**src/source/lpc_defines.svh**
```systemverilog
`ifndef LPC_DEFINES_SVH
`define LPC_DEFINES_SVH

//////////////////////////////
// Scratch memory geometry
//////////////////////////////

// Word address into the scratch RAM
`define LPC_ADDR_W 11

// Data word, holds both Word16 and Word32 values
`define LPC_WORD_W 32

// Number of scratch words
`define LPC_MEM_DEPTH 2048

//////////////////////////////
// Command encoding
//////////////////////////////

`define LPC_OP_W 4

`endif
```
**src/source/lpc_pkg.sv**
```systemverilog
`default_nettype none

`include "lpc_defines.svh"

package lpc_pkg;

	// Scratch data word, signed fixed point
	typedef logic signed [`LPC_WORD_W-1:0] word_t;

	// Scratch memory address
	typedef logic [`LPC_ADDR_W-1:0] addr_t;

	//////////////////////////////
	// Basic operations
	//////////////////////////////

	typedef enum logic [`LPC_OP_W-1:0] {
		// 16-bit ops on the low halves
		OP_ADD      = 'd0,
		OP_SUB      = 'd1,
		OP_MULT     = 'd2,
		// 32-bit arithmetic
		OP_L_ADD    = 'd3,
		OP_L_SUB    = 'd4,
		OP_L_MULT   = 'd5,
		OP_L_MAC    = 'd6,
		OP_L_NEGATE = 'd7,
		OP_L_ABS    = 'd8,
		// Handled in the shift stage
		OP_L_SHL    = 'd9,
		OP_L_SHR    = 'd10,
		OP_NORM_L   = 'd11
	} basic_op_e;

endpackage

`default_nettype wire

```
**src/source/shift_norm_stage.sv**
```systemverilog
`default_nettype none

module shift_norm_stage (
	input  wire                     clock,
	input  wire                     i_rst_n,
	input  wire                     i_valid,
	input  wire lpc_pkg::basic_op_e i_opcode,
	input  wire lpc_pkg::addr_t     i_addr_d,
	input  wire lpc_pkg::word_t     i_result,
	input  wire                     i_ovf,
	input  wire lpc_pkg::word_t     i_opnd_a,
	input  wire lpc_pkg::word_t     i_opnd_b,
	output logic                    o_wb_valid,
	output lpc_pkg::addr_t          o_wb_addr,
	output lpc_pkg::word_t          o_wb_data,
	output logic                    o_wb_ovf
);

	//////////////////////////////
	// Shift helpers
	//////////////////////////////

	// Arithmetic right shift, 31 and up leaves only sign bits
	function automatic lpc_pkg::word_t shift_right(input lpc_pkg::word_t a, input logic [16:0] n);
		lpc_pkg::word_t r;
		if (n >= 17'd31)
			r = {32{a[31]}};
		else
			r = a >>> n[4:0];
		return r;
	endfunction

	// Left shift, saturates once a significant bit would be lost
	function automatic lpc_pkg::word_t shift_left_sat(input lpc_pkg::word_t a,
		input logic [16:0] n, output logic ovf);
		logic signed [63:0] wide;
		logic [5:0]         amt;
		lpc_pkg::word_t     r;
		amt  = (n > 17'd32) ? 6'd32 : n[5:0];
		wide = 64'(a) <<< amt;
		ovf  = (wide[63:31] != {33{wide[31]}});
		r    = wide[31:0];
		if (ovf)
			r = a[31] ? 32'sh8000_0000 : 32'sh7fff_ffff;
		return r;
	endfunction

	// Redundant sign bits, i.e. left shifts to normalize
	function automatic lpc_pkg::word_t norm_count(input lpc_pkg::word_t a);
		logic [31:0] x;
		logic        found;
		int          n;
		x = a[31] ? ~a : a;
		found = 1'b0;
		n = 0;
		for (int i = 30; i >= 0; i--)
		begin
			if (!found && x[i])
				found = 1'b1;
			else if (!found)
				n++;
		end
		return (a == '0) ? '0 : 32'(n);
	endfunction

	logic signed [15:0] cnt;
	logic [16:0]        cnt_mag;
	lpc_pkg::word_t     data_c;
	logic               ovf_c;

	// Negate in 17 bits so -32768 keeps its magnitude
	assign cnt     = i_opnd_b[15:0];
	assign cnt_mag = cnt[15] ? -17'(cnt) : 17'(cnt);

	always_comb
	begin
		data_c = i_result;
		ovf_c  = i_ovf;
		case (i_opcode)
			lpc_pkg::OP_L_SHL:
			begin
				ovf_c = 1'b0;
				if (cnt[15])
					data_c = shift_right(i_opnd_a, cnt_mag);
				else
					data_c = shift_left_sat(i_opnd_a, cnt_mag, ovf_c);
			end
			lpc_pkg::OP_L_SHR:
			begin
				ovf_c = 1'b0;
				if (cnt[15])
					data_c = shift_left_sat(i_opnd_a, cnt_mag, ovf_c);
				else
					data_c = shift_right(i_opnd_a, cnt_mag);
			end
			lpc_pkg::OP_NORM_L:
			begin
				ovf_c  = 1'b0;
				data_c = norm_count(i_opnd_a);
			end
			default:
			begin
				data_c = i_result;
				ovf_c  = i_ovf;
			end
		endcase
	end

	//////////////////////////////
	// Writeback registers
	//////////////////////////////

	always_ff @(posedge clock)
	begin
		if (!i_rst_n)
		begin
			o_wb_valid <= 1'b0;
			o_wb_ovf   <= 1'b0;
		end
		else
		begin
			o_wb_valid <= i_valid;
			o_wb_ovf   <= i_valid & ovf_c;
		end
	end

	always_ff @(posedge clock)
	begin
		o_wb_addr <= i_addr_d;
		o_wb_data <= data_c;
	end

	// Saturated or not, a shift never flips the sign of its operand
	a_shift_keeps_sign: assert property (@(posedge clock) disable iff (!i_rst_n)
		i_valid && (i_opcode == lpc_pkg::OP_L_SHL || i_opcode == lpc_pkg::OP_L_SHR)
		|=> o_wb_valid && o_wb_data[31] == $past(i_opnd_a[31]));

endmodule

`default_nettype wire

```
**config.mk**
```make
export PLATFORM = sky130hd
export DESIGN_NAME = shift_norm_stage
export DESIGN_NICKNAME = d
export VERILOG_FILES = /design/src/source/lpc_pkg.sv /design/src/source/shift_norm_stage.sv
export VERILOG_INCLUDE_DIRS = /design/src /design/src/source
export SDC_FILE = /design/constraint.sdc
export NUM_CORES = 1
export LEC_CHECK = 0
export BUFFER_PORTS_ARGS = -buffer_cell sky130_fd_sc_hd__buf_2
export CORE_MARGIN = 2
export CORE_UTILIZATION = 35
export DETAILED_ROUTE_END_ITERATION = 10
export GPL_ROUTABILITY_DRIVEN = 1
export GPL_TIMING_DRIVEN = 0
export PLACE_DENSITY_LB_ADDON = 0.1
export SLEW_MARGIN = 25
export SYNTH_ARGS = -nofsm -noshare
export SYNTH_HDL_FRONTEND = slang
export SYNTH_SLANG_ARGS = --single-unit
```
**constraint.sdc**
```tcl
create_clock -name clock -period 26.7 [get_ports clock]
set_input_delay 1.335 -clock clock [delete_from_list [all_inputs] [get_ports clock]]
set_output_delay 1.335 -clock clock [all_outputs]
set_load 0.01 [all_outputs]
```
# --- Word level (Yosys, flattened, before mapping) ---
# Cells that the tools add are included.
totals:
  regBits: 45
  out_inout_bits: 45
classes:
  n_lt_le_gt_ge: 2
  n_addsub: 31
  n_shift: 2
  n_mux: 164
  eq_ne: 4
  n_bitwise: 2
  reduce_logical: 61
ops:
  columns: ["operator", "n"]
  rows:
  - ["$mux W32", 96]
  - ["$add A32 B2 Y32 const B", 30]
  - ["$pmux W32 S3", 1]
  - ["$sshl A32 B6 Y64", 1]
  - ["$mux W1", 63]
  - ["$logic_not A32 Y1", 1]
  - ["$ne A32 B32 Y1", 1]
  - ["$sshr A32 B5 Y32", 1]
  - ["$mux W31", 1]
  - ["$not A31 Y31", 1]
  - ["$logic_and A1 B1 Y1", 30]
  - ["$logic_not A1 Y1", 30]
  - ["$ge A17 B5 Y1 const B", 1]
  - ["$gt A17 B6 Y1 const B", 1]
  - ["$mux W17", 1]
  - ["$neg A16 Y17", 1]
  - ["$eq A4 B4 Y1 const B", 3]
  - ["$mux W6", 1]
  - ["$pmux W1 S3", 1]
  - ["$and A1 B1 Y1", 1]

# --- Depth between registers and ports, before layout ---
depth:
  depth_word: 125
  mapped_depth: 107

# --- Worst setup path before layout ---
# No wires, ideal clock.
synth_timing:
  path_type: "input-to-reg"
  from: "input i_opnd_a[31]"
  to: "register o_wb_data[6]"
  t_arrival_ps: 21411
  setup_time_ps: 128
  slack_ps: 5161
  path_buffers: 8
  required_ps: 26572
  cell_stages: 104
  cell_sequence: "buf_4 buf_4 buf_2 buf_1 clkbuf_1 buf_1 clkbuf_1 clkbuf_1 nor2_1 a211oi_1 ha_1 a21oi_1 nor2b_1 ha_1 nand2_1 nand2_1 ha_1 nor2_1 [68 not listed] o21ai_0 ha_1 nor2_1 nor2_1 ha_1 nand2_1 a311oi_1 a21o_1 ha_1 nor3b_1 xnor2_1 nor3_1 nand3_1 xor2_1 nor3_1 xnor3_1 a211oi_1 a21oi_1"
synth_between:
  elab_chain_len: 124
  word_cells_on_any_way: 253
synth_rtl:
  columns: ["item", "line", "source"]
  rows:
  - ["start: declaration", "shift_norm_stage.sv:11", "input wire lpc_pkg::word_t i_opnd_a,"]
  - ["$mux W31", "shift_norm_stage.sv:53", "x = a[31] ? ~a : a;"]
  - ["$mux W1", "shift_norm_stage.sv:58", "if (!found && x[i])"]
  - ["$mux W32 or $mux W1 (tied branches)", "shift_norm_stage.sv:79", "case (i_opcode)"]
  - ["$add A32 B2 Y32 or $logic_not A1 Y1 (tied branches)", null, null]
  - ["$mux W32 or $logic_and A1 B1 Y1 (tied branches)", "shift_norm_stage.sv:60, shift_norm_stage.sv:58", null]
  - ["$mux W32 or $mux W1 (tied branches)", "shift_norm_stage.sv:58", null]
  - ["$mux W32 or $mux W1 (tied branches)", "shift_norm_stage.sv:79", null]
  - ["$add A32 B2 Y32 or $logic_not A1 Y1 (tied branches)", null, null]
  - ["[109 not listed]", null, null]
  - ["$mux W32 or $mux W1 (tied branches)", "shift_norm_stage.sv:58", null]
  - ["$mux W32 or $mux W1 (tied branches)", "shift_norm_stage.sv:79", null]
  - ["$add A32 B2 Y32 or $logic_not A1 Y1 (tied branches)", null, null]
  - ["$mux W32 or $logic_and A1 B1 Y1 (tied branches)", "shift_norm_stage.sv:60, shift_norm_stage.sv:58", null]
  - ["$mux W32", "shift_norm_stage.sv:58", null]
  - ["$mux W32", "shift_norm_stage.sv:63", "return (a == '0) ? '0 : 32'(n);"]
  - ["$pmux W32 S3 (*)", "shift_norm_stage.sv:79", null]
  - ["via data_c[6]", "shift_norm_stage.sv:68", "lpc_pkg::word_t data_c;"]
  - ["end signal: assignment", "shift_norm_stage.sv:130", "o_wb_data <= data_c;"]
  - ["end: declaration", "shift_norm_stage.sv:15", "output lpc_pkg::word_t o_wb_data,"]
# Mark *: on every way through the listed nets, which the timed path passes. The rest lies on a longest branch. The select of a mux whose other input is x is not followed.
# A chain may end at the register's enable or synchronous reset.

# --- Worst setup path in the final report ---
# Ends and elaborated chain as after synthesis.

==> metrics <==
FF+latch area 901 um^2; dominant synthesized flop cell dfxtp_1; first-pass iteration count of the detailed router 9; total track usage 26.9%; Worst path top cell family by delay adder cells; CTS max path bufs 2; CP max FO 10; Max Freq 40.4 MHz; Die ar. 37600 um^2; Syn Inst Count 1934; Initial Util 35.5%; Tmin final 24.73 ns; crit share post-route 92.6%; drt drc 0; CP required 26.85 ns; #FFs+latches synth 45; status completed; Pins Over Slew Limit 0; row count 69; Post-Syn Area 12600 um^2; TritonCTS clock tree built; via count 15703; share of cells above drive strength 1 9.95%; first-pass GRT wire length 82.1 mm; Setup crit start kind primary input; largest net degree at the start of global routing 17; Placer Congestion 0.979; IO buf count 127; multi-input logic area 11000 um^2; synth warn 0; Worst Tran Pin Value 1.01 ns; Final #Nets 2215; Num CTS Buffers 5; crit path kind in2reg; Fin Hold WS 1.14 ns; # clock sinks 45; number of global-route vias before repair 14234; Vias/cell 6.20; Layout area overhead 11.1%; Worst Path Buf+Inv 11; syn nets 2080; Critical Path Max Stage Delay 0.47 ns; Worst IR Drop VDD 0.0364 mV; final hold violation count 0; Seq/Total Area, Yosys 7.14%; WL/cell 21.2 um; Non-Filler Instances 2532; Pleak 5.27 nW; Mean Syn Cell Area 6.52 um^2; commonest non-fill, non-tap cell in the layout nand2_1; Die Wd 194 um; Post-synth ARST share 0%; DIE HEIGHT 194 um; fin util 39.4%; DPL Wire Length 43.7 mm; Worst path slowest cell buf_1; Post-synth EDFFs 0; relative slew slack 32.3%; Worst Path Arrival 24.89 ns; Hold Path Class in2reg; final setup fails 0; Root Buffer clkbuf_16; GRT overflow 0; placed cells 2523; most used cell, CP ha_1; antenna viol nets, final 0; DRT Wirelength 53.7 mm; Core Region 35600 um^2; Max-Cap Viols 0; pwr/cell area 24.8 nW/um^2; Iteration-0 DRC Markers 1726; # H-tree levels 2; antenna violations before repair 0; # hold bufs at CTS 0; Clock transition at path regs 0.07 ns; I/O pin cnt 160; commonest cells after routing, fill and taps aside 232 x nand2_1, 193 x nor2_1, 159 x o21ai_0; CP endpoint kind flip-flop; post-synthesis cell type count 97; fill count 4022; unrepaired setup endpoints after global routing no; setup TNS 0 ns
per-stage QoR:
step	power [mW]	area (um^2)	setup WS, ns
finish	0.348	14000	1.97
global route	0.372	14000	0.0910
CTS	0.345	14000	1.21
detailed placement	0.281	13800	1.02
global placement	0.281	13800	1.23
floorplan	0.215	12600	5.16
repair_timing:
| action | CTS | global route |
|---|---|---|
| resized for setup | 0 | 9 |
| setup endpoints to repair | 0 | 7 |
| buffers inserted | 0 | 0 |
routing by layer:
layer	wire [um]	track usage [%]	vias to the layer above
met5	0	0	-
met4	1210	6.14	0
met3	3940	4.16	90
met2	23900	42.4	654
met1	24700	38.6	7460
li1	-	-	7499
area by class of cell:
cell class,count,area share (%)
Tap cell,461,4.12
Buffer,160,4.50
Multi-Input combinational cell,1687,78.2
Clock inverter,3,0.179
Timing Repair Buffer,128,4.59
Antenna cell,1,0.0179
Sequential cell,45,6.43
Clock buffer,5,0.893
Inverter,42,1.12
kinds of logic after synthesis:
group | share of synthesized area (%)
buffers and inverters | 6.21
AOI/OAI and AO/OA | 34.3
xor gates and xnor gates | 9.92
DFF | 7.14
adders and majority gates | 3.23
and+or+nand+nor | 29.2
muxes | 9.95
synthesized netlist by cell type, types with 16 or more instances:
library cell | instances | share of area (%)
xor2_1 | 39 | 2.7
o21ai_0 | 159 | 6.3
or3_1 | 21 | 1.0
nor2_1 | 193 | 5.7
a221oi_1 | 17 | 1.2
o22ai_1 | 26 | 1.3
o211ai_1 | 27 | 1.6
nand3_1 | 61 | 2.4
and2_1 | 23 | 1.1
nor3_1 | 44 | 1.7
clkbuf_1 | 135 | 4.0
dfxtp_1 | 45 | 7.1
a21o_1 | 26 | 1.5
inv_1 | 42 | 1.3
nand2b_1 | 30 | 1.5
nand4_1 | 31 | 1.5
mux2i_1 | 104 | 8.3
a22oi_1 | 26 | 1.5
a21oi_1 | 123 | 4.9
o21bai_1 | 16 | 0.95
nor2b_1 | 16 | 0.79
a211oi_1 | 19 | 1.1
ha_1 | 31 | 3.1
and3_1 | 22 | 1.1
nor4_1 | 22 | 1.1
xnor2_1 | 78 | 5.4
a31oi_1 | 36 | 1.8
nand2_1 | 232 | 6.9
path summary, 6_finish.rpt:
check	startpoint	endpoint	slack [ns]	cells after the start
worst min-delay path	i_addr_d[1]	o_wb_addr[1]$_DFF_P_	1.14	1
worst max-delay path	i_opnd_a[31]	o_wb_data[6]$_DFF_P_	1.97	105
power breakdown:
part           total, mW  switching (mW)  internal, mW
clock             0.0616          0.0264        0.0351
combinational      0.213           0.140        0.0726
sequential        0.0737         0.00113        0.0726
flip-flops by register name, indices dropped and copies added, names as in the netlist:
signal and cells:
o_wb_addr 11, o_wb_data 32, o_wb_valid 1, o_wb_ovf 1
(Power assumes the default switching activity.)
