==> src/source/lpc_defines.svh <==
`ifndef LPC_DEFINES_SVH
`define LPC_DEFINES_SVH

//////////////////////////////
// Scratch memory geometry
//////////////////////////////

// Word address into the scratch RAM
`define LPC_ADDR_W 11

// Data word, holds both Word16 and Word32 values
`define LPC_WORD_W 32

// Number of scratch words
`define LPC_MEM_DEPTH 2048

//////////////////////////////
// Command encoding
//////////////////////////////

`define LPC_OP_W 4

`endif
==> src/source/lpc_pkg.sv <==
`default_nettype none

`include "lpc_defines.svh"

package lpc_pkg;

	// Scratch data word, signed fixed point
	typedef logic signed [`LPC_WORD_W-1:0] word_t;

	// Scratch memory address
	typedef logic [`LPC_ADDR_W-1:0] addr_t;

	//////////////////////////////
	// Basic operations
	//////////////////////////////

	typedef enum logic [`LPC_OP_W-1:0] {
		// 16-bit ops on the low halves
		OP_ADD      = 'd0,
		OP_SUB      = 'd1,
		OP_MULT     = 'd2,
		// 32-bit arithmetic
		OP_L_ADD    = 'd3,
		OP_L_SUB    = 'd4,
		OP_L_MULT   = 'd5,
		OP_L_MAC    = 'd6,
		OP_L_NEGATE = 'd7,
		OP_L_ABS    = 'd8,
		// Handled in the shift stage
		OP_L_SHL    = 'd9,
		OP_L_SHR    = 'd10,
		OP_NORM_L   = 'd11
	} basic_op_e;

endpackage

`default_nettype wire

==> src/source/basic_op_alu.sv <==
`default_nettype none

module basic_op_alu (
	input  wire                     clock,
	input  wire                     i_rst_n,
	input  wire                     i_valid,
	input  wire lpc_pkg::basic_op_e i_opcode,
	input  wire lpc_pkg::addr_t     i_addr_d,
	input  wire lpc_pkg::word_t     i_opnd_a,
	input  wire lpc_pkg::word_t     i_opnd_b,
	output logic                    o_valid,
	output lpc_pkg::basic_op_e      o_opcode,
	output lpc_pkg::addr_t          o_addr_d,
	output lpc_pkg::word_t          o_result,
	output logic                    o_ovf,
	output lpc_pkg::word_t          o_opnd_a,
	output lpc_pkg::word_t          o_opnd_b
);

	localparam lpc_pkg::word_t WORD_MAX = 32'sh7fff_ffff;
	localparam lpc_pkg::word_t WORD_MIN = 32'sh8000_0000;

	//////////////////////////////
	// Saturation helpers
	//////////////////////////////

	// Clamp to Word16, sign-extended into a full word
	function automatic lpc_pkg::word_t sat16(input logic signed [32:0] v, output logic ovf);
		lpc_pkg::word_t r;
		ovf = 1'b0;
		r = v[31:0];
		if (v > 33'sd32767)
		begin
			r = 32'sd32767;
			ovf = 1'b1;
		end
		else if (v < -33'sd32768)
		begin
			r = -32'sd32768;
			ovf = 1'b1;
		end
		return r;
	endfunction

	// Clamp a 33-bit sum to Word32
	function automatic lpc_pkg::word_t sat32(input logic signed [32:0] v, output logic ovf);
		lpc_pkg::word_t r;
		ovf = (v[32] != v[31]);
		r = v[31:0];
		if (ovf)
			r = v[32] ? WORD_MIN : WORD_MAX;
		return r;
	endfunction

	// Fractional multiply, only -1 * -1 overflows
	function automatic lpc_pkg::word_t l_mult(input logic signed [15:0] x,
		input logic signed [15:0] y, output logic ovf);
		logic signed [31:0] prod;
		lpc_pkg::word_t r;
		prod = x * y;
		ovf = (prod == 32'sh4000_0000);
		r = ovf ? WORD_MAX : {prod[30:0], 1'b0};
		return r;
	endfunction

	logic signed [15:0] lo_a;
	logic signed [15:0] lo_b;
	logic signed [15:0] hi_a;
	logic signed [31:0] prod16;
	lpc_pkg::word_t     result_c;
	lpc_pkg::word_t     mac_prod;
	logic               ovf_c;
	logic               mac_ovf1;
	logic               mac_ovf2;

	assign lo_a   = i_opnd_a[15:0];
	assign lo_b   = i_opnd_b[15:0];
	assign hi_a   = i_opnd_a[31:16];
	assign prod16 = lo_a * lo_b;

	always_comb
	begin
		result_c = i_opnd_a;
		ovf_c    = 1'b0;
		mac_prod = '0;
		mac_ovf1 = 1'b0;
		mac_ovf2 = 1'b0;
		case (i_opcode)
			lpc_pkg::OP_ADD:    result_c = sat16(33'(lo_a) + 33'(lo_b), ovf_c);
			lpc_pkg::OP_SUB:    result_c = sat16(33'(lo_a) - 33'(lo_b), ovf_c);
			lpc_pkg::OP_MULT:   result_c = sat16(33'(prod16 >>> 15), ovf_c);
			lpc_pkg::OP_L_ADD:  result_c = sat32(33'(i_opnd_a) + 33'(i_opnd_b), ovf_c);
			lpc_pkg::OP_L_SUB:  result_c = sat32(33'(i_opnd_a) - 33'(i_opnd_b), ovf_c);
			lpc_pkg::OP_L_MULT: result_c = l_mult(lo_a, lo_b, ovf_c);
			lpc_pkg::OP_L_MAC:
			begin
				// Packed coefficient pair in A, accumulator in B
				mac_prod = l_mult(hi_a, lo_a, mac_ovf1);
				result_c = sat32(33'(i_opnd_b) + 33'(mac_prod), mac_ovf2);
				ovf_c    = mac_ovf1 | mac_ovf2;
			end
			lpc_pkg::OP_L_NEGATE:
			begin
				ovf_c    = (i_opnd_a == WORD_MIN);
				result_c = ovf_c ? WORD_MAX : -i_opnd_a;
			end
			lpc_pkg::OP_L_ABS:
			begin
				ovf_c    = (i_opnd_a == WORD_MIN);
				result_c = ovf_c ? WORD_MAX : (i_opnd_a[31] ? -i_opnd_a : i_opnd_a);
			end
			// Shifts and norm_l finish in stage 3
			default:            result_c = i_opnd_a;
		endcase
	end

	//////////////////////////////
	// Stage 2 registers
	//////////////////////////////

	always_ff @(posedge clock)
	begin
		if (!i_rst_n)
			o_valid <= 1'b0;
		else
			o_valid <= i_valid;
	end

	always_ff @(posedge clock)
	begin
		o_opcode <= i_opcode;
		o_addr_d <= i_addr_d;
		o_result <= result_c;
		o_ovf    <= ovf_c;
		o_opnd_a <= i_opnd_a;
		o_opnd_b <= i_opnd_b;
	end

	a_legal_opcode: assert property (@(posedge clock) disable iff (!i_rst_n)
		i_valid |-> !$isunknown(i_opcode) && i_opcode <= lpc_pkg::OP_NORM_L);

endmodule

`default_nettype wire

==> config.mk <==
export PLATFORM = sky130hd
export DESIGN_NAME = basic_op_alu
export DESIGN_NICKNAME = d
export VERILOG_FILES = /design/src/source/lpc_pkg.sv /design/src/source/basic_op_alu.sv
export VERILOG_INCLUDE_DIRS = /design/src /design/src/source
export SDC_FILE = /design/constraint.sdc
export NUM_CORES = 2
export LEC_CHECK = 0
export ABC_AREA = 0
export BUFFER_PORTS_ARGS = -buffer_cell sky130_fd_sc_hd__clkbuf_2
export CORE_UTILIZATION = 35
export CTS_CLUSTER_DIAMETER = 100
export DETAILED_ROUTE_END_ITERATION = 16
export GPL_TIMING_DRIVEN = 0
export PLACE_DENSITY_LB_ADDON = 0.15
export SLEW_MARGIN = 20
export SYNTH_ARGS = -nofsm -noshare
export SYNTH_HDL_FRONTEND = slang
export SYNTH_SLANG_ARGS = --single-unit
export TNS_END_PERCENT = 5
==> constraint.sdc <==
create_clock -name clock -period 11.2 [get_ports clock]
set_input_delay 0 -clock clock [delete_from_list [all_inputs] [get_ports clock]]
set_output_delay 0 -clock clock [all_outputs]
set_load 0.1 [all_outputs]
# Word level (Yosys, flattened, before mapping)
# Index checks and enable logic that the tools add are counted.
# Widths: inputs -> output; s select.
[totals]
ff_bits = 113
inputBits = 82
output_inout_bits = 113
wordCells = 63
[classes]
addsub = 6
multipliers = 2
order_cmp = 6
n_eq_ne = 14
n_mux = 25
bitwise = 1
reduce_logical = 2
[ops]
columns = ["operator", "n"]
rows = [
  ["$mux 32", 17],
  ["$pmux 32 s9", 1],
  ["$eq 32x32->1 const B", 3],
  ["$add 32x32->33", 2],
  ["$mul 16x16->32", 2],
  ["$gt 17x16->1 const B", 3],
  ["$lt 17x16->1 const B", 3],
  ["$sub 32x32->33", 1],
  ["$neg 32->32", 1],
  ["$add 16x16->17", 1],
  ["$sub 16x16->17", 1],
  ["$eq 4x3->1 const B", 4],
  ["$eq 4x2->1 const B", 2],
  ["$pmux 1 s8", 1],
  ["$mux 1", 6],
  ["$eq 4x1->1 const B", 1],
  ["$eq 4x4->1 const B", 1],
  ["$logic_not 4->1", 1],
  ["$ne 1x1->1", 3],
  ["$reduce_or 2->1", 1],
  ["$or 1x1->1", 1],
]

# Logic depth before layout (Yosys ltp)
[depth]
ltp_word = 7
ltp_mapped = 41
depth_no_buf = 38

# Worst setup path before layout
# OpenSTA, ideal clock, no wires.
[synth_path]
path_type = "input -> register"
from = "in i_opnd_a[31]"
to = "reg o_result[21]"
setup_ns = 0.122
arrival_time_ns = 9.511
required_ns = 11.078
path_slack_ns = 1.567
path_stages = 37
path_buffers = 5
cell_sequence = "clkbuf_1 clkbuf_1 clkbuf_1 nand2_1 fa_1 inv_1 fa_1 fa_1 fa_1 fa_1 fa_1 ha_1 a21o_1 a21o_1 a221oi_1 nand2_1 o221ai_1 o21bai_1 a21oi_1 xor2_1 nand4b_1 or3_4 buf_6 buf_6 nand2_1 ha_1 a21o_1 a2bb2oi_1 o21ai_0 or2_2 o221a_2 o211ai_1 and2_1 o21ai_0 a221o_1 a211o_1 o32a_1"
[synth_between]
elab_chain_cells = 7
[synth_rtl]
columns = ["item", "line", "text"]
rows = [
  ["start: declaration", "basic_op_alu.sv:9", "input wire lpc_pkg::word_t i_opnd_a,"],
  ["$mul 16x16->32", "basic_op_alu.sv:60", "prod = x * y;"],
  ["$eq 32x32->1", "basic_op_alu.sv:61", "ovf = (prod == 32'sh4000_0000);"],
  ["$mux 32", "basic_op_alu.sv:62", "r = ovf ? WORD_MAX : {prod[30:0], 1'b0};"],
  ["$add 32x32->33", "basic_op_alu.sv:99", "result_c = sat32(33'(i_opnd_b) + 33'(mac_prod), mac_ovf2);"],
  ["$mux 32 / $ne 1x1->1 (equally long branches)", "basic_op_alu.sv:51, basic_op_alu.sv:48", ""],
  ["$mux 32", "basic_op_alu.sv:50", "if (ovf)"],
  ["$pmux 32 s9 (*)", "basic_op_alu.sv:88", "case (i_opcode)"],
  ["net result_c[21]", "basic_op_alu.sv:70", "lpc_pkg::word_t result_c;"],
  ["end signal: assignment", "basic_op_alu.sv:133", "o_result <= result_c;"],
  ["end: declaration", "basic_op_alu.sv:14", "output lpc_pkg::word_t o_result,"],
]
# Mark *: on every way through the listed nets, which the timed path passes. The rest lies on a longest branch.
# A chain may end at the register's enable or synchronous reset.

# Worst setup path in the final report
[layout_path]
from = "in i_opnd_a[5]"
to = "reg o_result[21]"
# The elaborated chain is that of the path after synthesis.

==> summary.md <==
| Metric | Value |
|---|---|
| Worst Setup Start Kind | `primary input` |
| Arr. time, crit path | `11160 ps` |
| Slew @ Worst Pin | `1230 ps` |
| Area of the multi-input gates | `0.0256 mm2` |
| Hold Path Class | `in2reg` |
| CTS clk-pin slew, worst paths | `70 ps` |
| Finish-stage setup viols | `0` |
| Register area | `0.00226 mm2` |
| Overflow after GRT | `0` |
| Std-Cell Rows | `108` |
| Drt wl/cell | `24.4 um` |
| CTS Buffer Depth | `2` |
| Synthesized Nets | `4564` |
| Nets@finish | `4837` |
| CTS tree | `built` |
| Mapped Area | `0.0307 mm2` |
| Ports | `195` |
| Worst-path maximum fanout | `13` |
| Num CTS Buffers | `17` |
| Area grow syn2layout | `12.7%` |
| Width of the die | `298 um` |
| Fillers | `9062` |
| Max Freq | `92.4 MHz` |
| CP max stage delay | `610 ps` |
| Slowest stage cell, crit path | `clkbuf_1` |
| Largest net degree at the start of global routing | `18` |
| Die height | `298 um` |
| Most used cell, CP | `fa_1` |
| Vias in the first global route | `28200` |
| Initial DRC count | `2460` |
| CTS H-tree depth | `4` |
| Detailed placement HPWL | `105 mm` |
| Netlist cell types | `94` |
| Initial antenna violation count | `6` |
| Initial Utilization | `35.4%` |
| Setup tns final | `0 ps` |
| Sequential-to-total area share from yosys stat | `7.36%` |
| Fin. Hold Viols | `0` |
| Number of I/O port buffers | `194` |
| Drt total wl | `125 mm` |
| DR DRC count | `0` |
| First-pass GRT wire length | `184 mm` |
| Routed vias | `28100` |
| Critical Path End Type | `flop` |
| WHS Path Cells | `1` |
| Post-Synthesis Mean Instance Area | `8.32 um2` |
| Vias per cell | `5.48` |
| Max_cap viols | `0` |
| DR pass1 iterations | `6` |
| CTS sink count | `113` |
| Setup CP Type | `in2reg` |
| Async SR Flop Fraction | `0%` |
| Aggregate global-route resource usage | `28.4%` |
| Root buffer cell | `clkbuf_16` |
| Post-DP Area | `0.0332 mm2` |
| Top_reg_cell synth | `dfxtp_1` |
| Max-slew violations | `0` |
| Final min period | `10820 ps` |
| RD Place Congestion | `1.03` |
| EDFF count, synth | `0` |
| Tcrit/Tclk final | `96.6%` |
| Core area | `0.0869 mm2` |
| Crit path required time | `11540 ps` |
| Outcome | `finished clean` |
| Layout cells sized above 1 | `8.92%` |
| #FFs+latches synth | `113` |
| Yosys Warn Count | `0` |
| Post-Synthesis Cells | `3692` |
| Post-route ant nets | `0` |
| Finished Cell Area | `0.0346 mm2` |
| Slew margin rel. | `17.7%` |
| Die Area | `0.0890 mm2` |
| Antenna Cells | `0` |
## placed cells by master (no fill, tap or decap), drive strengths merged, types with 8 or more instances in the layout
cell         count
inv            607
fa             527
nand2          408
clkbuf         351
ha             263
and2           216
a21oi          204
nor2           189
o21ai          157
dfxtp          113
xnor2          101
dlygate4sd3     70
nand2b          61
nor3            58
nand3           40
buf             39
xor2            37
a21o            33
o211ai          33
a31oi           30
o21a            29
nor2b           28
o21bai          26
o31ai           26
a211oi          25
or3             23
nor4            22
and3            21
a221oi          19
nand4           18
o32a            16
a21boi          13
a211o           12
or2             11
a2111oi         10
o31a             8
## area by class of cell
class | count | share of cell area (%)
clock buffer | 17 | 1.23
tap | 1155 | 4.17
timing repair buffer | 276 | 5.12
multi-input combinational | 2790 | 73.9
clock inverter | 15 | 0.430
inverter | 600 | 6.52
sequential | 113 | 6.53
buffer | 167 | 2.10
## repair_timing
item                                    in CTS  in global routing
buffers inserted                             1                 10
endpoints found under the setup margin      33                 32
hold endpoints to repair                    69                  0
cloned                                       0                  0
gates resized for setup                     30                 73
pin swaps                                    1                  3
hold buffers                                70                  0
## critical path: cells and delay by family
kind	cells	cell delay (ps)
AO/OA/AOI/OAI	16	3890
adder cells (fa/ha/maj)	8	3600
XOR/XNOR	1	440
buffers and inverters	9	1740
AND/OR/NAND/NOR	6	1440
## cells by family after synthesis
kind of cell             Yosys count  synth area share [%]
adder cells (fa/ha/maj)          792                  45.1
XOR/XNOR                         138                  3.93
buffers and inverters            789                  9.78
AND/OR/NAND/NOR                 1135                  18.3
flip-flops                       113                  7.36
AO/OA/AOI/OAI                    721                  15.4
multiplexers                       4                 0.138
## Yosys cell counts, drive strengths merged, types with 12 or more instances
master	number	area (um2)
a31oi	30	203
and2	216	1350
a221oi	19	166
o32a	16	160
o21bai	26	195
o211ai	33	253
nand4	18	113
o21a	29	218
and3	21	131
a21oi	204	1020
clkbuf	162	608
a211o	12	105
xnor2	101	885
nor2	189	712
xor2	37	324
o21ai	157	790
o31ai	26	195
a211oi	25	188
fa	527	10600
nor3	58	290
a21boi	13	97.6
nor2b	28	175
ha	263	3290
nand2	408	1530
a21o	33	248
dfxtp	113	2260
nor4	22	163
buf	27	145
inv	600	2250
nand3	40	200
or3	23	149
nand2b	61	382
## state kept, by name, summed over array words and instances, names as in the netlist
signal,count
o_addr_d,11
o_opcode,4
o_opnd_a,32
o_opnd_b,32
o_ovf,1
o_result,32
o_valid,1
## routing by layer
| layer | GRT usage [%] | vias up | routed length, um |
|---|---|---|---|
| met5 | 0 | - | 0 |
| met4 | 12.0 | 0 | 5860 |
| met3 | 4.03 | 236 | 9160 |
| met2 | 45.3 | 1238 | 56900 |
| met1 | 38.5 | 14100 | 53300 |
| li1 | - | 12500 | - |
## final timing paths
kind                         from      endpoint  slack (ps)
worst max-delay path  i_opnd_a[5]  o_result[21]         380
worst min-delay path  i_opnd_b[5]   o_opnd_b[5]          60
## through the flow
step	hold WS, ps	worst slack [ps]	utilization (%)	instances
2_1_floorplan	27.7	1570	-	3692
3_3_place_gp	103	-2620	38.1	5041
3_5_place_dp	104	-2630	38.2	5042
4_1_cts	0.995	46.0	39.7	5131
5_1_grt	32.0	-18.1	39.8	5133
6_report	58.8	382	39.8	5133
Power is not shown: default switching activity piles up to over one toggle a cycle in this logic, so the estimate is an artifact.
