**src/source/lpc_defines.svh**
```systemverilog
`ifndef LPC_DEFINES_SVH
`define LPC_DEFINES_SVH

//////////////////////////////
// Scratch memory geometry
//////////////////////////////

// Word address into the scratch RAM
`define LPC_ADDR_W 11

// Data word, holds both Word16 and Word32 values
`define LPC_WORD_W 32

// Number of scratch words
`define LPC_MEM_DEPTH 2048

//////////////////////////////
// Command encoding
//////////////////////////////

`define LPC_OP_W 4

`endif
```
**src/source/lpc_pkg.sv**
```systemverilog
`default_nettype none

`include "lpc_defines.svh"

package lpc_pkg;

	// Scratch data word, signed fixed point
	typedef logic signed [`LPC_WORD_W-1:0] word_t;

	// Scratch memory address
	typedef logic [`LPC_ADDR_W-1:0] addr_t;

	//////////////////////////////
	// Basic operations
	//////////////////////////////

	typedef enum logic [`LPC_OP_W-1:0] {
		// 16-bit ops on the low halves
		OP_ADD      = 'd0,
		OP_SUB      = 'd1,
		OP_MULT     = 'd2,
		// 32-bit arithmetic
		OP_L_ADD    = 'd3,
		OP_L_SUB    = 'd4,
		OP_L_MULT   = 'd5,
		OP_L_MAC    = 'd6,
		OP_L_NEGATE = 'd7,
		OP_L_ABS    = 'd8,
		// Handled in the shift stage
		OP_L_SHL    = 'd9,
		OP_L_SHR    = 'd10,
		OP_NORM_L   = 'd11
	} basic_op_e;

endpackage

`default_nettype wire

```
**src/source/op_issue.sv**
```systemverilog
`default_nettype none

module op_issue (
	input  wire                     clock,
	input  wire                     i_rst_n,
	// Command
	input  wire                     i_op_valid,
	input  wire lpc_pkg::basic_op_e i_opcode,
	input  wire lpc_pkg::addr_t     i_addr_a,
	input  wire lpc_pkg::addr_t     i_addr_b,
	input  wire lpc_pkg::addr_t     i_addr_d,
	// Test port
	input  wire                     i_test_mode,
	input  wire lpc_pkg::addr_t     i_test_addr,
	input  wire                     i_wb_valid,
	// Memory read addresses
	output lpc_pkg::addr_t          o_raddr_a,
	output lpc_pkg::addr_t          o_raddr_b,
	// To stage 2
	output logic                    o_valid,
	output lpc_pkg::basic_op_e      o_opcode,
	output lpc_pkg::addr_t          o_addr_d
);

	// Commands still ahead of their memory write
	localparam int HIST = 3;

	logic [HIST-1:0] hist_valid;
	lpc_pkg::addr_t  hist_addr [HIST];
	logic            uses_b;
	logic            raw_hit;

	// Test port borrows read port A
	assign o_raddr_a = i_test_mode ? i_test_addr : i_addr_a;
	assign o_raddr_b = i_addr_b;

	//////////////////////////////
	// Stage 1 registers
	//////////////////////////////

	always_ff @(posedge clock)
	begin
		if (!i_rst_n)
			o_valid <= 1'b0;
		else
			o_valid <= i_op_valid;
	end

	always_ff @(posedge clock)
	begin
		o_opcode <= i_opcode;
		o_addr_d <= i_addr_d;
	end

	//////////////////////////////
	// Pending destinations
	//////////////////////////////

	always_ff @(posedge clock)
	begin
		if (!i_rst_n)
			hist_valid <= '0;
		else
			hist_valid <= {hist_valid[HIST-2:0], i_op_valid};
	end

	always_ff @(posedge clock)
	begin
		hist_addr[0] <= i_addr_d;
		for (int i = 1; i < HIST; i++)
			hist_addr[i] <= hist_addr[i-1];
	end

	// Unary ops never look at operand B
	always_comb
	begin
		case (i_opcode)
			lpc_pkg::OP_L_NEGATE,
			lpc_pkg::OP_L_ABS,
			lpc_pkg::OP_NORM_L: uses_b = 1'b0;
			default:            uses_b = 1'b1;
		endcase
	end

	always_comb
	begin
		raw_hit = 1'b0;
		for (int i = 0; i < HIST; i++)
		begin
			if (hist_valid[i] && (hist_addr[i] == i_addr_a ||
				(uses_b && hist_addr[i] == i_addr_b)))
				raw_hit = 1'b1;
		end
	end

	// No forwarding path exists, software spaces dependent commands
	a_no_raw_hazard: assert property (@(posedge clock) disable iff (!i_rst_n)
		i_op_valid |-> !raw_hit);

	a_no_cmd_in_test: assert property (@(posedge clock) disable iff (!i_rst_n)
		!(i_op_valid && i_test_mode));

	// Raising test mode would steal the write port from a pending result
	a_test_entry_idle: assert property (@(posedge clock) disable iff (!i_rst_n)
		$rose(i_test_mode) |-> !i_wb_valid && hist_valid == '0);

endmodule

`default_nettype wire

```
**config.mk**
```make
export PLATFORM = sky130hd
export DESIGN_NAME = op_issue
export DESIGN_NICKNAME = d
export VERILOG_FILES = /design/src/source/lpc_pkg.sv /design/src/source/op_issue.sv
export VERILOG_INCLUDE_DIRS = /design/src /design/src/source
export SDC_FILE = /design/constraint.sdc
export NUM_CORES = 1
export LEC_CHECK = 0
export ABC_AREA = 1
export BUFFER_PORTS_ARGS = -buffer_cell sky130_fd_sc_hd__buf_2
export CORE_MARGIN = 1
export CORE_UTILIZATION = 27
export DETAILED_ROUTE_END_ITERATION = 12
export GPL_TIMING_DRIVEN = 0
export PLACE_DENSITY = 0.76
export SKIP_CTS_REPAIR_TIMING = 1
export SYNTH_ARGS = -nofsm -noshare
export SYNTH_HDL_FRONTEND = slang
export SYNTH_SLANG_ARGS = --single-unit
```
**constraint.sdc**
```tcl
create_clock -name clock -period 0.8 [get_ports clock]
set_clock_uncertainty 0.2 [all_clocks]
set_input_delay 0.12 -clock clock [delete_from_list [all_inputs] [get_ports clock]]
set_output_delay 0.12 -clock clock [all_outputs]
set_load 0.005 [all_outputs]
```
Word-level counts from Yosys, hierarchy flattened:

Cells that the tools add are included.

* mux-type cells: 1

Operator list (number)
* $mux W11: 1

* register bits after elaboration: 16
* output and inout bits: 38

Logic depth before layout (Yosys ltp):

Gate-level depths: netlist of the first run.

* word-level depth: 1
* gate-level depth with buffers: 4
* depth with buffers taken out: 3

Worst setup path after synthesis of the first run:

No wires, ideal clock.

* path kind: input to output
* from: input port i_test_mode
* to: output port o_raddr_a[0]
* arrival time: 373 ps
* data required time: 480 ps
* slack: 107 ps
* stages on the path: 4
* cells stage by stage: inv_2 buf_6 nand2_1 nand2_1

* cells in the longest elaborated chain, start to end: 1

Ends and longest elaborated chain
* start: declaration: RTL line op_issue.sv:13 `input wire i_test_mode,`
* $mux W11: RTL line op_issue.sv:34 `assign o_raddr_a = i_test_mode ? i_test_addr : i_addr_a;`
* end: declaration: RTL line op_issue.sv:17 `output lpc_pkg::addr_t o_raddr_a,`

No other way between the ends.

Worst setup path after layout of the first run:

* from: register o_addr_d[1]
* to: output port o_addr_d[1]

RTL lines
* start: declaration: RTL line op_issue.sv:22 `output lpc_pkg::addr_t o_addr_d`
* start signal: assignment: RTL line op_issue.sv:52 `o_addr_d <= i_addr_d;`

No word-level cell between the ends.

==> impl_metrics.tcl, run 1 <==
set metrics [dict create \
    min_from "i_op_valid" \
    numClockSinks 16 \
    worstSetupEndpointType "output pin" \
    synth_top_cell_area_share_pct 57.5 \
    synth_area_sq_um 557 \
    num_vias 753 \
    cts.clk_slew.worst_paths_ns 0.08 \
    drtPass1Iterations 3 \
    avgSynthCellArea_sq_um 8.57 \
    p_sw_share_pct 23.4 \
    fin_hold_ws_ns -0.159 \
    crit_slowest_cell "dfxtp_2" \
    peakVddDrop_mv 0.752 \
    max_slew_margin_pct 93.2 \
    layout_common_cells "buf_2 (70), nand2_1 (19), dlygate4sd3_1 (15), nand2_2 (13)" \
    grt_max_degree 11 \
    root_buffer "clkbuf_4" \
    path_class "reg2out" \
    n_antenna_cell 0 \
    min_path_cells 3 \
    worst_hold_path_type "in2reg" \
    area_delta_synth_final_pct 139 \
    intPower_mw 1.33 \
    min_period_over_period_pct 129 \
    drc 0 \
    combPwrFrac_pct 28.2 \
    layout-drive-gt1-share_pct 71.8 \
    initial_core_util_pct 28.7 \
    start_kind "flip-flop" \
    synth_warnings 0 \
    syn_inst 65 \
    arrival_ns 0.71 \
    clkPwrFrac_pct 22.8 \
    power.switching_uw 408 \
    numCtsBuffers 3 \
    pin_count 91 \
    routed_via_density 3.96 \
    path_buf_inv 1 \
    required_ns 0.48 \
    worst_pin_slew_ns 0.102 \
    grt_pass1_wl_mm 1.93 \
    seqPwrFrac_pct 49.1 \
    place_congestion 0.734 \
    yosys.cell_types.count 6 \
    die_area_sq_um 2250 \
    port_buffers 78 \
    violations "negative hold slack, negative setup slack" \
    synth_area_leader_cell "dfxtp_1" \
    pwr_density_cell_nw_per_um2 1310 \
    wirelength_mm 2.13 \
    htreeDepth 1 \
    synth.net_count 118 \
    fin_nets 218 \
    setup_tns_ns -4.93 \
    fp.coreArea_sq_um 1940 \
    maxCapViolations 0 \
    post-route-min-period_ns 1.03 \
    holdPathEnd "o_valid" \
    wl_per_cell_um 11.2 \
    die_w_um 47.4 \
    ys_seq_area_share_pct 57.5 \
    fin_util_pct 68.5 \
    dieHeight_um 47.4 \
    outcome "complete, but fails checks" \
    clock.fmax_mhz 967 \
    ys_ff_latch 16 \
    tritoncts "built" \
    antenna_left 0 \
    finalSetupViolations 32 \
    pre_cts_ws_ns -0.174 \
    num_rows 16 \
    clockBufferDepth 2 \
    rsz0062_at_grt "true" \
    grt_pass1_vias 491 \
    timing.final.ws_setup_ns -0.234 \
    drt_iter0_markers 2 \
    grt_overflow 0 \
    finalHoldViolCount 1 \
    final_common_cell "buf_2" \
    gr-usage-all-layers_pct 12.9 \
    path_max_fanout 1 \
    drv_slew 0 \
    critPathTopFamily "flip-flops" \
    worst_path_largest_cell_delay_ns 0.33 \
    synth_area_leaders "dfxtp_1 (58%), nand2_1 (23%), buf_4 (16%)" \
    path_cells "buf_6" \
    antenna_found_initial 0 \
    power.leakage_nw 0.753 \
]
## cells by family after synthesis
family        Yosys count  share of synthesized area, %
simple gates           34                          22.9
flops                  16                          57.5
buf+inv                15                          19.5
## how the worst max path moves through the flow
| stage | cells past startpoint | endpoint | from |
|---|---|---|---|
| after floorplan | 4 | o_raddr_a[0] | i_test_mode |
| after global placement | 6 | o_raddr_a[7] | i_test_mode |
| after detailed placement | 6 | o_raddr_a[7] | i_test_mode |
| after CTS | 1 | o_opcode[0] | o_opcode[0] |
| after global routing | 1 | o_addr_d[9] | o_addr_d[9] |
| final | 1 | o_addr_d[1] | o_addr_d[1] |
## layer usage
metal  GRT usage (%)  vias up  routed length, um
met4            11.4        0                 41
met5               0        -                  0
met2            23.3       65               1140
li1                -      380                  -
met1            11.7      304                713
met3            3.40        4                232
## flip-flops by register name, summed over array words and instances (netlist names)
| signal | count |
|---|---|
| o_addr_d | 11 |
| o_opcode | 4 |
| o_valid | 1 |
## worst min-delay path: cells and delay by family
kind                   cells  cell delay, ns
buffers and inverters      2            0.13
and+or+nand+nor            1            0.05
## synthesized netlist by cell type, drive strengths merged
master  number
dfxtp       16
nand2       34
inv          2
buf         13
## power groups by stage
stage	Sequential [mW]	Combinational, mW	Clock, mW
global route	0.859	0.533	0.448
detailed placement	0.867	0.331	0
floorplan	0.875	0.114	0
finish	0.855	0.491	0.396
global placement	0.865	0.322	0
CTS	0.848	0.332	0.399
## per-stage QoR
step	instance area, sq um	std cells	hold WS (ns)	total power [mW]
4_1_cts	1000	173	-0.273	1.58
6_report	1330	190	-0.159	1.74
5_1_grt	1330	190	-0.164	1.84
2_1_floorplan	557	65	-0.0523	0.989
3_3_place_gp	981	170	0.0238	1.19
3_5_place_dp	981	170	0.0236	1.20
## final cells by class
class | instances | area, sq um
buffer | 13 | 113
clock buffer | 3 | 22.5
fill | 140 | 612
inverter | 2 | 20.0
multi-input combinational | 34 | 175
sequential | 16 | 327
tap | 27 | 33.8
timing repair buffer | 95 | 639
Note: power is estimated with default switching activity, not from simulation.
==> inputs of run 2 (changes only) <==
- CORE_ASPECT_RATIO: not set -> 1.25
==> run 2 against run 1 <==
Effect of this change: the flow still finishes with violations (negative hold slack, negative setup slack); sequential share of layout area rose by 1.5 points; largest cell class unchanged; critical path type unchanged; first-iteration DRC count rose to 4.5 times the previous value; largest power group unchanged; core utilization fell by 5.1 points; clock-buffer cell count did not move; critical endpoint is now o_opcode[1].
==> impl_metrics.tcl, run 2 (synthesis results as in run 1) <==
set metrics [dict create \
    outcome "complete, but fails checks" \
    largest_reg_flops 11 \
    fin_nets 218 \
    pre_cts_ws_ns -0.149 \
    start_kind "flip-flop" \
    crit_slowest_cell "dfxtp_1" \
    clockBufferDepth 2 \
    path_class "reg2out" \
    post-route-min-period_ns 1.03 \
    top_register "o_addr_d" \
    postPlaceCellArea_sq_um 972 \
    wl_per_cell_um 9.73 \
    seq_area_sq_um 323 \
    fp.coreArea_sq_um 1960 \
    drc 0 \
    num_vias 757 \
    min_path_cells 3 \
    violations "negative hold slack, negative setup slack" \
    grt_pass1_wl_mm 1.73 \
    routed_via_density 4.14 \
    tritoncts "built" \
    min_period_over_period_pct 129 \
    finalSetupViolations 30 \
    required_ns 0.48 \
    finalHoldViolCount 1 \
    worst_pin_slew_ns 0.0836 \
    drtPass1Iterations 6 \
    intPower_mw 1.30 \
    initial_core_util_pct 28.4 \
    root_buffer "clkbuf_4" \
    clock.fmax_mhz 967 \
    timing.final.ws_setup_ns -0.234 \
    cts.clk_slew.worst_paths_ns 0.08 \
    wirelength_mm 1.78 \
    multiInputGateArea_sq_um 158 \
    worst_hold_path_type "in2reg" \
    nFillCells 155 \
    path_buf_inv 1 \
    clkPwrFrac_pct 23.0 \
    grt_pass1_vias 477 \
    area_delta_synth_final_pct 123 \
    p_sw_share_pct 22.5 \
    die_w_um 42.6 \
    antenna_found_initial 0 \
    seqPwrFrac_pct 50.8 \
    numClockSinks 16 \
    worst_path_largest_cell_delay_ns 0.33 \
    layout_common_cells "buf_2 (76), nand2_1 (22), dlygate4sd3_1 (15), dfxtp_1 (14), nand2_2 (12)" \
    gr-usage-all-layers_pct 10.8 \
    antenna_left 0 \
    max_slew_margin_pct 94.4 \
    final_common_cell "buf_2" \
    rsz0062_at_grt "true" \
    fin_hold_ws_ns -0.172 \
    grt_overflow 0 \
    pin_count 91 \
    drv_slew 0 \
    holdPathEnd "o_valid" \
    path_max_fanout 1 \
    htreeDepth 1 \
    place_congestion 0.695 \
    maxCapViolations 0 \
    post-dp-hpwl_mm 1.22 \
    critPathTopFamily "flip-flops" \
    num_rows 18 \
    numCtsBuffers 3 \
    fin_area_sq_um 1240 \
    port_buffers 78 \
    path_cells "buf_2" \
    dieHeight_um 52.8 \
    combPwrFrac_pct 26.2 \
    drt_iter0_markers 9 \
    n_antenna_cell 0 \
    die_area_sq_um 2250 \
    peakVddDrop_mv 0.953 \
    worstSetupEndpointType "output pin" \
    power.switching_uw 376 \
    layout-drive-gt1-share_pct 68.1 \
    min_from "i_op_valid" \
    power.leakage_nw 0.725 \
    arrival_ns 0.71 \
    pwr_density_cell_nw_per_um2 1350 \
    largestRegisters "o_addr_d (11), o_opcode (4), o_valid (1)" \
    grt_max_degree 11 \
]
-- run 2: stage by stage --
step	hold slack (ns)	utilization, %	TNS [ns]	cells	power [mW]
6_report	-0.172	63.3	-4.56	183	1.67
5_1_grt	-0.186	63.3	-5.50	183	1.78
4_1_cts	-0.268	50.8	-5.08	166	1.58
3_5_place_dp	0.0244	49.6	-1.52	163	1.19
3_3_place_gp	0.0226	49.6	-1.41	163	1.19
2_1_floorplan	-0.0523	-	0	65	0.989
-- run 2: how the worst max path moves through the flow --
stage / from / endpoint / slack (ns) / cells past startpoint
2_1_floorplan: i_test_mode / o_raddr_a[0] / 0.11 / 4
3_3_place_gp: i_test_mode / o_raddr_a[1] / -0.13 / 5
3_5_place_dp: i_test_mode / o_raddr_a[3] / -0.15 / 6
4_1_cts: o_addr_d[1] / o_addr_d[1] / -0.23 / 1
5_1_grt: o_opcode[1] / o_opcode[1] / -0.27 / 1
6_report: o_opcode[1] / o_opcode[1] / -0.23 / 1
-- run 2: layer usage --
metal / vias to the layer above / part of all wire (%) / global-route usage, %
li1: 379 / - / -
met1: 316 / 31 / 7.48
met2: 62 / 58 / 21.3
met3: 0 / 12 / 5.52
met4: 0 / 0 / 7.81
met5: - / 0 / 0
-- run 2: final cells by class --
type / count / share of cell area (%)
Clock buffer: 3 / 1.81
Multi-Input combinational cell: 34 / 12.7
Timing Repair Buffer: 95 / 47.4
Buffer: 13 / 8.47
Sequential cell: 16 / 26.0
Inverter: 2 / 1.61
Tap cell: 20 / 2.02
-- run 2: power groups by stage --
stage / Sequential, mW / Combinational (mW) / Clock [mW]
2_1_floorplan: 0.875 / 0.114 / 0
3_3_place_gp: 0.866 / 0.319 / 0
3_5_place_dp: 0.867 / 0.325 / 0
4_1_cts: 0.848 / 0.326 / 0.410
5_1_grt: 0.854 / 0.478 / 0.448
6_report: 0.850 / 0.438 / 0.385
